==> config.mk <==
export PLATFORM = sky130hd
export DESIGN_NAME = decode_stage
export DESIGN_NICKNAME = d
export VERILOG_FILES = /design/src/hw/decode_pkg.sv /design/src/hw/decode_control.sv /design/src/hw/imm_gen.sv /design/src/hw/inst_queue.sv /design/src/hw/reg_file.sv /design/src/hw/uop_issue.sv /design/src/hw/decode_stage.sv
export SDC_FILE = /design/constraint.sdc
export NUM_CORES = 2
export LEC_CHECK = 0
export BUFFER_PORTS_ARGS = -buffer_cell sky130_fd_sc_hd__buf_4
export CORE_UTILIZATION = 40
export CTS_BUF_LIST = sky130_fd_sc_hd__clkbuf_16
export DETAILED_ROUTE_END_ITERATION = 8
export GPL_TIMING_DRIVEN = 1
export MAX_ROUTING_LAYER = met4
export SLEW_MARGIN = 25
export SYNTH_ARGS = -nofsm -noshare
export SYNTH_HDL_FRONTEND = slang
export SYNTH_SLANG_ARGS = --single-unit
==> constraint.sdc <==
create_clock -name clk -period 5.55 [get_ports clk]
set_input_delay 0.555 -clock clk [delete_from_list [all_inputs] [get_ports clk]]
set_output_delay 0.555 -clock clk [all_outputs]
set_load 0.005 [all_outputs]
==> src/hw/decode_pkg.sv <==
package decode_pkg;

  // rv32 base opcodes, instruction bits [6:0]
  typedef enum logic [6:0] {
    R_TYPE = 7'b0110011,
    I_TYPE = 7'b0010011,
    LOAD   = 7'b0000011,
    STORE  = 7'b0100011,
    B_TYPE = 7'b1100011,
    JAL    = 7'b1101111,
    JALR   = 7'b1100111,
    LUI    = 7'b0110111,
    AUIPC  = 7'b0010111,
    SYSTEM = 7'b1110011,
    AMO    = 7'b0101111
  } opcode_e;

  // alu class handed to execute
  typedef enum logic [1:0] {
    ALU_LOAD_STORE = 2'b00,
    ALU_I_TYPE     = 2'b01,
    ALU_B_TYPE     = 2'b10,
    ALU_R_TYPE     = 2'b11
  } alu_op_e;

  // format views, msb first, fields at their isa positions
  typedef struct packed {
    logic [6:0] funct7;
    logic [4:0] rs2;
    logic [4:0] rs1;
    logic [2:0] funct3;
    logic [4:0] rd;
    logic [6:0] opcode;
  } r_fmt_t;

  typedef struct packed {
    logic [11:0] imm;
    logic [4:0]  rs1;
    logic [2:0]  funct3;
    logic [4:0]  rd;
    logic [6:0]  opcode;
  } i_fmt_t;

  typedef struct packed {
    logic [6:0] imm_11_5;
    logic [4:0] rs2;
    logic [4:0] rs1;
    logic [2:0] funct3;
    logic [4:0] imm_4_0;
    logic [6:0] opcode;
  } s_fmt_t;

  // branch offset is scattered, bit 0 implied zero
  typedef struct packed {
    logic       imm_12;
    logic [5:0] imm_10_5;
    logic [4:0] rs2;
    logic [4:0] rs1;
    logic [2:0] funct3;
    logic [3:0] imm_4_1;
    logic       imm_11;
    logic [6:0] opcode;
  } b_fmt_t;

  typedef struct packed {
    logic [19:0] imm_31_12;
    logic [4:0]  rd;
    logic [6:0]  opcode;
  } u_fmt_t;

  typedef struct packed {
    logic       imm_20;
    logic [9:0] imm_10_1;
    logic       imm_11;
    logic [7:0] imm_19_12;
    logic [4:0] rd;
    logic [6:0] opcode;
  } j_fmt_t;

  // one 32-bit word, six ways to read it
  typedef union packed {
    r_fmt_t r_fmt;
    i_fmt_t i_fmt;
    s_fmt_t s_fmt;
    b_fmt_t b_fmt;
    u_fmt_t u_fmt;
    j_fmt_t j_fmt;
  } instr_u;

  // main control word, 16 bits
  typedef struct packed {
    logic       reg_write;
    logic       mem_write;
    // 00 alu, 01 load data, 10 csr read
    logic [1:0] mem_csr_to_reg;
    logic       branch;
    logic       alu_src;
    logic       jump;
    alu_op_e    alu_op;
    logic       lui;
    logic       auipc;
    logic       jal;
    logic       r_type;
    logic       csr_type;
    logic       is_atomic;
    logic       invalid_inst;
  } ctrl_t;

  // fetch packet, one queue entry
  typedef struct packed {
    logic [31:0] pc;
    instr_u      instr;
  } fetch_t;

  // micro-op toward execute
  typedef struct packed {
    logic [31:0] pc;
    ctrl_t       ctrl;
    logic [4:0]  rd;
    logic [2:0]  funct3;
    logic [6:0]  funct7;
    logic [31:0] imm;
    logic [31:0] rs1_val;
    logic [31:0] rs2_val;
  } uop_t;

endpackage : decode_pkg

==> src/hw/decode_control.sv <==
`timescale 1ns/1ps

module decode_control (
  input  logic [6:0]          opcode,
  output decode_pkg::ctrl_t   ctrl
);

  import decode_pkg::*;

  always_comb begin
    // everything off unless the opcode turns it on
    ctrl = '0;
    case (opcode)
      R_TYPE: begin
        ctrl.reg_write = 1'b1;
        ctrl.alu_op    = ALU_R_TYPE;
        ctrl.r_type    = 1'b1;
      end
      I_TYPE: begin
        ctrl.reg_write = 1'b1;
        ctrl.alu_op    = ALU_I_TYPE;
        ctrl.alu_src   = 1'b1;
      end
      JALR: begin
        // target rs1 + imm with link into rd
        ctrl.reg_write = 1'b1;
        ctrl.alu_op    = ALU_LOAD_STORE;
        ctrl.alu_src   = 1'b1;
        ctrl.jump      = 1'b1;
      end
      LOAD: begin
        ctrl.reg_write      = 1'b1;
        ctrl.mem_csr_to_reg = 2'b01;
        ctrl.alu_op         = ALU_LOAD_STORE;
        ctrl.alu_src        = 1'b1;
      end
      STORE: begin
        ctrl.mem_write = 1'b1;
        ctrl.alu_op    = ALU_LOAD_STORE;
        ctrl.alu_src   = 1'b1;
      end
      B_TYPE: begin
        // compare rs1 with rs2 without writeback
        ctrl.branch = 1'b1;
        ctrl.alu_op = ALU_B_TYPE;
      end
      JAL: begin
        ctrl.reg_write = 1'b1;
        ctrl.alu_op    = ALU_LOAD_STORE;
        ctrl.alu_src   = 1'b1;
        ctrl.jump      = 1'b1;
        ctrl.jal       = 1'b1;
      end
      LUI: begin
        ctrl.reg_write = 1'b1;
        ctrl.alu_op    = ALU_LOAD_STORE;
        ctrl.alu_src   = 1'b1;
        ctrl.lui       = 1'b1;
      end
      AUIPC: begin
        ctrl.reg_write = 1'b1;
        ctrl.alu_op    = ALU_LOAD_STORE;
        ctrl.alu_src   = 1'b1;
        ctrl.auipc     = 1'b1;
      end
      SYSTEM: begin
        // csr ops and mret take their result from the csr file
        ctrl.reg_write      = 1'b1;
        ctrl.mem_csr_to_reg = 2'b10;
        ctrl.alu_op         = ALU_R_TYPE;
        ctrl.csr_type       = 1'b1;
      end
      AMO: begin
        ctrl.reg_write = 1'b1;
        ctrl.alu_op    = ALU_LOAD_STORE;
        ctrl.is_atomic = 1'b1;
      end
      default: begin
        // flag an unknown opcode and leave state untouched
        ctrl.invalid_inst = 1'b1;
      end
    endcase
  end

endmodule : decode_control

==> src/hw/imm_gen.sv <==
`timescale 1ns/1ps

module imm_gen (
  input  decode_pkg::instr_u instr,
  output logic [31:0]        imm
);

  import decode_pkg::*;

  always_comb begin
    imm = '0;
    // opcode sits at the same place in every view
    case (instr.r_fmt.opcode)
      I_TYPE, LOAD, JALR, SYSTEM: begin
        imm = {{20{instr.i_fmt.imm[11]}}, instr.i_fmt.imm};
      end
      STORE: begin
        imm = {{20{instr.s_fmt.imm_11_5[6]}}, instr.s_fmt.imm_11_5, instr.s_fmt.imm_4_0};
      end
      B_TYPE: begin
        // halfword offset, lsb always zero
        imm = {{19{instr.b_fmt.imm_12}}, instr.b_fmt.imm_12, instr.b_fmt.imm_11,
               instr.b_fmt.imm_10_5, instr.b_fmt.imm_4_1, 1'b0};
      end
      LUI, AUIPC: begin
        imm = {instr.u_fmt.imm_31_12, 12'b0};
      end
      JAL: begin
        imm = {{11{instr.j_fmt.imm_20}}, instr.j_fmt.imm_20, instr.j_fmt.imm_19_12,
               instr.j_fmt.imm_11, instr.j_fmt.imm_10_1, 1'b0};
      end
      // r-type, amo and unknown carry no immediate
      default: imm = '0;
    endcase
  end

endmodule : imm_gen

==> src/hw/inst_queue.sv <==
`timescale 1ns/1ps

module inst_queue #(
  parameter int QUEUE_DEPTH = 4
) (
  input  logic               clk,
  input  logic               reset,
  input  logic               push,
  input  decode_pkg::fetch_t push_data,
  input  logic               pop,
  output decode_pkg::fetch_t head,
  output logic               not_empty,
  output logic               credit
);

  import decode_pkg::*;

  localparam int PTR_W = (QUEUE_DEPTH > 1) ? $clog2(QUEUE_DEPTH) : 1;
  localparam int CNT_W = $clog2(QUEUE_DEPTH + 1);

  fetch_t           mem [QUEUE_DEPTH];
  logic [PTR_W-1:0] wr_ptr;
  logic [PTR_W-1:0] rd_ptr;
  logic [CNT_W-1:0] count;
  logic             full;

  assign not_empty = (count != '0);
  assign full      = (count == CNT_W'(QUEUE_DEPTH));
  assign head      = mem[rd_ptr];

  // entry written at the tail
  always_ff @(posedge clk) begin
    if (push) begin
      mem[wr_ptr] <= push_data;
    end
  end

  always_ff @(posedge clk) begin
    if (reset) begin
      wr_ptr <= '0;
      rd_ptr <= '0;
      count  <= '0;
      credit <= 1'b0;
    end else begin
      // pointers wrap at the last entry for any depth
      if (push) begin
        wr_ptr <= (wr_ptr == PTR_W'(QUEUE_DEPTH - 1)) ? '0 : wr_ptr + 1'b1;
      end
      if (pop) begin
        rd_ptr <= (rd_ptr == PTR_W'(QUEUE_DEPTH - 1)) ? '0 : rd_ptr + 1'b1;
      end
      count  <= count + CNT_W'(push) - CNT_W'(pop);
      // one credit back to fetch per freed entry
      credit <= pop;
    end
  end

  // fetcher only pushes with a credit in hand
  assert property (@(posedge clk) disable iff (reset) push |-> !full)
    else $error("inst_queue: push into full queue");

  assert property (@(posedge clk) disable iff (reset) pop |-> not_empty)
    else $error("inst_queue: pop from empty queue");

endmodule : inst_queue

==> src/hw/reg_file.sv <==
`timescale 1ns/1ps

module reg_file (
  input  logic        clk,
  input  logic        reset,
  input  logic [4:0]  rs1,
  input  logic [4:0]  rs2,
  output logic [31:0] rs1_val,
  output logic [31:0] rs2_val,
  input  logic        wb_en,
  input  logic [4:0]  wb_addr,
  input  logic [31:0] wb_data
);

  logic [31:0] regs [32];

  // writeback at the edge, x0 writes dropped
  always_ff @(posedge clk) begin
    if (reset) begin
      for (int i = 0; i < 32; i++) begin
        regs[i] <= '0;
      end
    end else if (wb_en && (wb_addr != 5'd0)) begin
      regs[wb_addr] <= wb_data;
    end
  end

  // async read, same-cycle write not bypassed
  assign rs1_val = (rs1 == 5'd0) ? 32'd0 : regs[rs1];
  assign rs2_val = (rs2 == 5'd0) ? 32'd0 : regs[rs2];

endmodule : reg_file

==> src/hw/uop_issue.sv <==
`timescale 1ns/1ps

module uop_issue #(
  parameter int EXE_CREDITS = 2
) (
  input  logic               clk,
  input  logic               reset,
  input  logic               not_empty,
  output logic               pop,
  input  decode_pkg::fetch_t head,
  input  decode_pkg::ctrl_t  ctrl,
  input  logic [31:0]        imm,
  input  logic [31:0]        rs1_val,
  input  logic [31:0]        rs2_val,
  input  logic               exe_credit,
  output logic               uop_valid,
  output decode_pkg::uop_t   uop
);

  localparam int CW = $clog2(EXE_CREDITS + 1);

  // free slots in the execute buffer
  logic [CW-1:0] credits;

  // issue whenever there is work and room downstream
  assign pop = not_empty && (credits != '0);

  always_ff @(posedge clk) begin
    if (reset) begin
      credits   <= CW'(EXE_CREDITS);
      uop_valid <= 1'b0;
    end else begin
      // returned credit and pop may coincide
      credits   <= credits + CW'(exe_credit) - CW'(pop);
      uop_valid <= pop;
    end
  end

  // payload only, qualified by uop_valid
  always_ff @(posedge clk) begin
    if (pop) begin
      uop.pc      <= head.pc;
      uop.ctrl    <= ctrl;
      uop.rd      <= head.instr.r_fmt.rd;
      uop.funct3  <= head.instr.r_fmt.funct3;
      uop.funct7  <= head.instr.r_fmt.funct7;
      uop.imm     <= imm;
      uop.rs1_val <= rs1_val;
      uop.rs2_val <= rs2_val;
    end
  end

  // execute never hands back more slots than it has
  assert property (@(posedge clk) disable iff (reset) credits <= CW'(EXE_CREDITS))
    else $error("uop_issue: credit count %0d above %0d", credits, EXE_CREDITS);

endmodule : uop_issue

==> src/hw/decode_stage.sv <==
`timescale 1ns/1ps

module decode_stage #(
  parameter int QUEUE_DEPTH = 4,
  parameter int EXE_CREDITS = 2
) (
  input  logic               clk,
  input  logic               reset,
  input  logic               fetch_valid,
  input  decode_pkg::fetch_t fetch_data,
  output logic               fetch_credit,
  output logic               uop_valid,
  output decode_pkg::uop_t   uop,
  input  logic               exe_credit,
  input  logic               wb_en,
  input  logic [4:0]         wb_addr,
  input  logic [31:0]        wb_data
);

  import decode_pkg::*;

  fetch_t      head;
  logic        not_empty;
  logic        pop;
  ctrl_t       ctrl;
  logic [31:0] imm;
  logic [31:0] rs1_val;
  logic [31:0] rs2_val;

  inst_queue #(
    .QUEUE_DEPTH (QUEUE_DEPTH)
  ) queue_i (
    .clk       (clk),
    .reset     (reset),
    .push      (fetch_valid),
    .push_data (fetch_data),
    .pop       (pop),
    .head      (head),
    .not_empty (not_empty),
    .credit    (fetch_credit)
  );

  // decode works on the queue head directly
  decode_control control_i (
    .opcode (head.instr.r_fmt.opcode),
    .ctrl   (ctrl)
  );

  imm_gen imm_i (
    .instr (head.instr),
    .imm   (imm)
  );

  reg_file regs_i (
    .clk     (clk),
    .reset   (reset),
    .rs1     (head.instr.r_fmt.rs1),
    .rs2     (head.instr.r_fmt.rs2),
    .rs1_val (rs1_val),
    .rs2_val (rs2_val),
    .wb_en   (wb_en),
    .wb_addr (wb_addr),
    .wb_data (wb_data)
  );

  uop_issue #(
    .EXE_CREDITS (EXE_CREDITS)
  ) issue_i (
    .clk        (clk),
    .reset      (reset),
    .not_empty  (not_empty),
    .pop        (pop),
    .head       (head),
    .ctrl       (ctrl),
    .imm        (imm),
    .rs1_val    (rs1_val),
    .rs2_val    (rs2_val),
    .exe_credit (exe_credit),
    .uop_valid  (uop_valid),
    .uop        (uop)
  );

endmodule : decode_stage

==> reports/results.ini <==
[status]
status=finished clean

[cts]
cts_resized=0
ctsHoldBuffers=64
cts_sinks=1451
clockRootBuffer=clkbuf_16
cts_max_level=4
path_clk_slew_ns=0.06
clkLatencyLatePin_ns=0.84
postCtsSetupBuffers=0
clockBufferDepth=3
cts_made_buffers=160
cts_tree=built

[sta]
setup_viol=0
fin_crit_sh_pct=81.8
maxSlewViolCount=0
rsz0062_at_grt=false
fin_crit_ns=4.54
worst_pin_slew_ns=1.22
fmax_mhz=220
tns_ns=0
maxSlewHeadroom_pct=17.9
hold_viol_final=0
fin_skew_ns=0.0720

[logic_synthesis]
syn_avg_cell_area_um2=13.4
ys_async_sr_fraction_pct=0
synth_seq_area_share_pct=61.7
yosys_warnings=0
synth_edf_count=1439
yosysMostFrequentCell=edfxtp_1
synth_common_cells=edfxtp_1 (1,439), and2_1 (1,008), nand2_1 (501)
ys_types=66
synth_flop_cell=edfxtp_1
yosysTopAreaCell=edfxtp_1
synth_cells=5276
yosys.area.top_type_share_pct=61.3
synth_area_leaders=edfxtp_1 (61%), and2_1 (9.0%), mux4_2 (6.7%), mux2i_1 (5.5%), nand2_1 (2.7%)
synth_seq_cells=1451
syn_area_um2=70400

[critical_path]
start_kind=register
cpPeakStageDelay_ns=0.91
cp-end-kind=register
critPathArrivalTime_ns=5.09
crit_buf_inv=2
crit_family=multiplexers
crit_slowest_cell=mux4_4
critPathKind=reg2reg
cp_common_cell=a22oi_1
cp_max_fo=87
required_ns=6.10
cp_cell_sequence=mux4_4, buf_12, buf_4, mux4_2, a22oi_1, a22oi_1

[pwr]
ir_drop_uv=437
power.density_nw_per_um2=508
leakage_nw=28.7

[final_layout]
nNetsFinal=5579
drive_above_1_share_pct=16.7
fin_util_pct=46.3
synthToLayoutAreaGrowth_pct=14.7

[place]
port_buffers=266
dpl.hpwl_um=150000
gp_congestion=0.920

[route]
viasPerCell=6.06
wirelength_um=250000
dr.pass1.iters=5
drt_iter0_markers=6001
ant_nets=0
via_count=48092
wl_per_cell_um=31.5
detail_route.drc_violations=0

[global_routing]
track_usage_pct=28.3
antenna_found_initial=22
grt_pass1_wl_um=349000
grt_start_max_net_pins=111
grt_pass1_vias=46690
overflow=0

[floorplan]
die_y_um=422
die_w_um=422
dieArea_um2=178000
num_rows=153
start_util_pct=40.4
core-area_um2=174000
io_pins=267

[job]
maxCapViolations=0

[hold_path]
hp-class=in2reg

==> final timing paths <==
kind	start	cells after the start	slack, ns	to
hold / removal	fetch_valid	3	0.06	queue_i.wr_ptr[1]$_SDFFE_PP0P_
setup reg to reg	register	6	1.01	issue_i.uop[12]$_SDFFCE_PN0P_
hold reg to reg	queue_i.rd_ptr[1]$_SDFFE_PP0P_	2	0.48	register
setup / recovery	register	6	1.01	issue_i.uop[12]$_SDFFCE_PN0P_
==> worst min-delay path, cell delays in order <==
cell,delay (ns)
buf_4,0.13
mux2i_1,0.07
nor2_1,0.07
==> flip-flops by register name, indices dropped and copies added, names as in the netlist, named ones only <==
name / flops
queue_i.count: 3
issue_i.credits: 2
queue_i.wr_ptr: 2
issue_i.uop: 159
queue_i.rd_ptr: 2
queue_i.mem: 256
issue_i.uop_valid: 1
regs_i.regs: 1024
==> cell families after synthesis <==
group / share of synthesized area (%)
and+or+nand+nor: 15.1
DFF: 61.7
AOI/OAI and AO/OA: 7.33
muxes: 12.7
buffers and inverters: 3.00
adders and majority gates: 0.188
xor gates and xnor gates: 0.0622
other: 0.00532
==> cell type report <==
class,count,area [µm²]
flip-flops and latches,1451,43500
repair buffers,483,4060
well taps,2325,2910
multi-input cells,3351,25300
clock buffers,160,4000
fillers,15201,93600
diodes,21,52.6
clock inverters,133,945
inverters,16,67.6
==> through the flow <==
stage	power [mW]	cell area (µm²)	worst slack (ns)	cells	hold WS, ns
after floorplan	23.6	70600	0.392	5307	0.454
after global placement	30.6	75100	1.15	7558	0.452
after detailed placement	30.7	75100	1.11	7558	0.473
after CTS	40.7	80700	1.14	7915	0.0195
after global routing	42.1	80800	0.972	7931	0.0685
final	41.0	80800	1.01	7940	0.0648
==> cells in the final DEF, fill, tap and decap left out, drive strengths merged, types with 21 or more instances in the layout <==
master | netlist | routed
a21oi | 90 | 90
nand2 | 501 | 501
or2 | 35 | 35
mux2i | 387 | 387
o22ai | 74 | 74
o22a | 30 | 30
conb | 1 | 32
edfxtp | 1439 | 1439
a31oi | 34 | 34
o32ai | 33 | 33
nand3 | 99 | 99
o21a | 32 | 32
clkinv | 1 | 87
diode | 0 | 21
nor2b | 85 | 85
a32oi | 58 | 58
clkbuf | 373 | 160
nor2 | 185 | 185
buf | 115 | 419
a22oi | 43 | 43
dlygate4sd3 | 0 | 64
and2 | 1008 | 1008
nor3 | 36 | 36
inv | 15 | 57
o21ai | 44 | 44
mux4 | 218 | 218
a211oi | 81 | 81
o221ai | 69 | 69
a311oi | 76 | 76
==> report_power, final <==
| group | switching [mW] | internal (mW) |
|---|---|---|
| Combinational | 10.6 | 5.66 |
| Sequential | 0.984 | 13.7 |
| Clock | 4.65 | 5.44 |
| Total | 16.2 | 24.8 |
==> metal layers <==
metal	wire, µm	global-route usage (%)	vias to the layer above
met3	24700	6.08	617
li1	-	-	20115
met5	0	-	-
met2	117000	44.1	2900
met4	13200	13.8	0
met1	95400	35.0	24460
(Power assumes the default switching activity.)
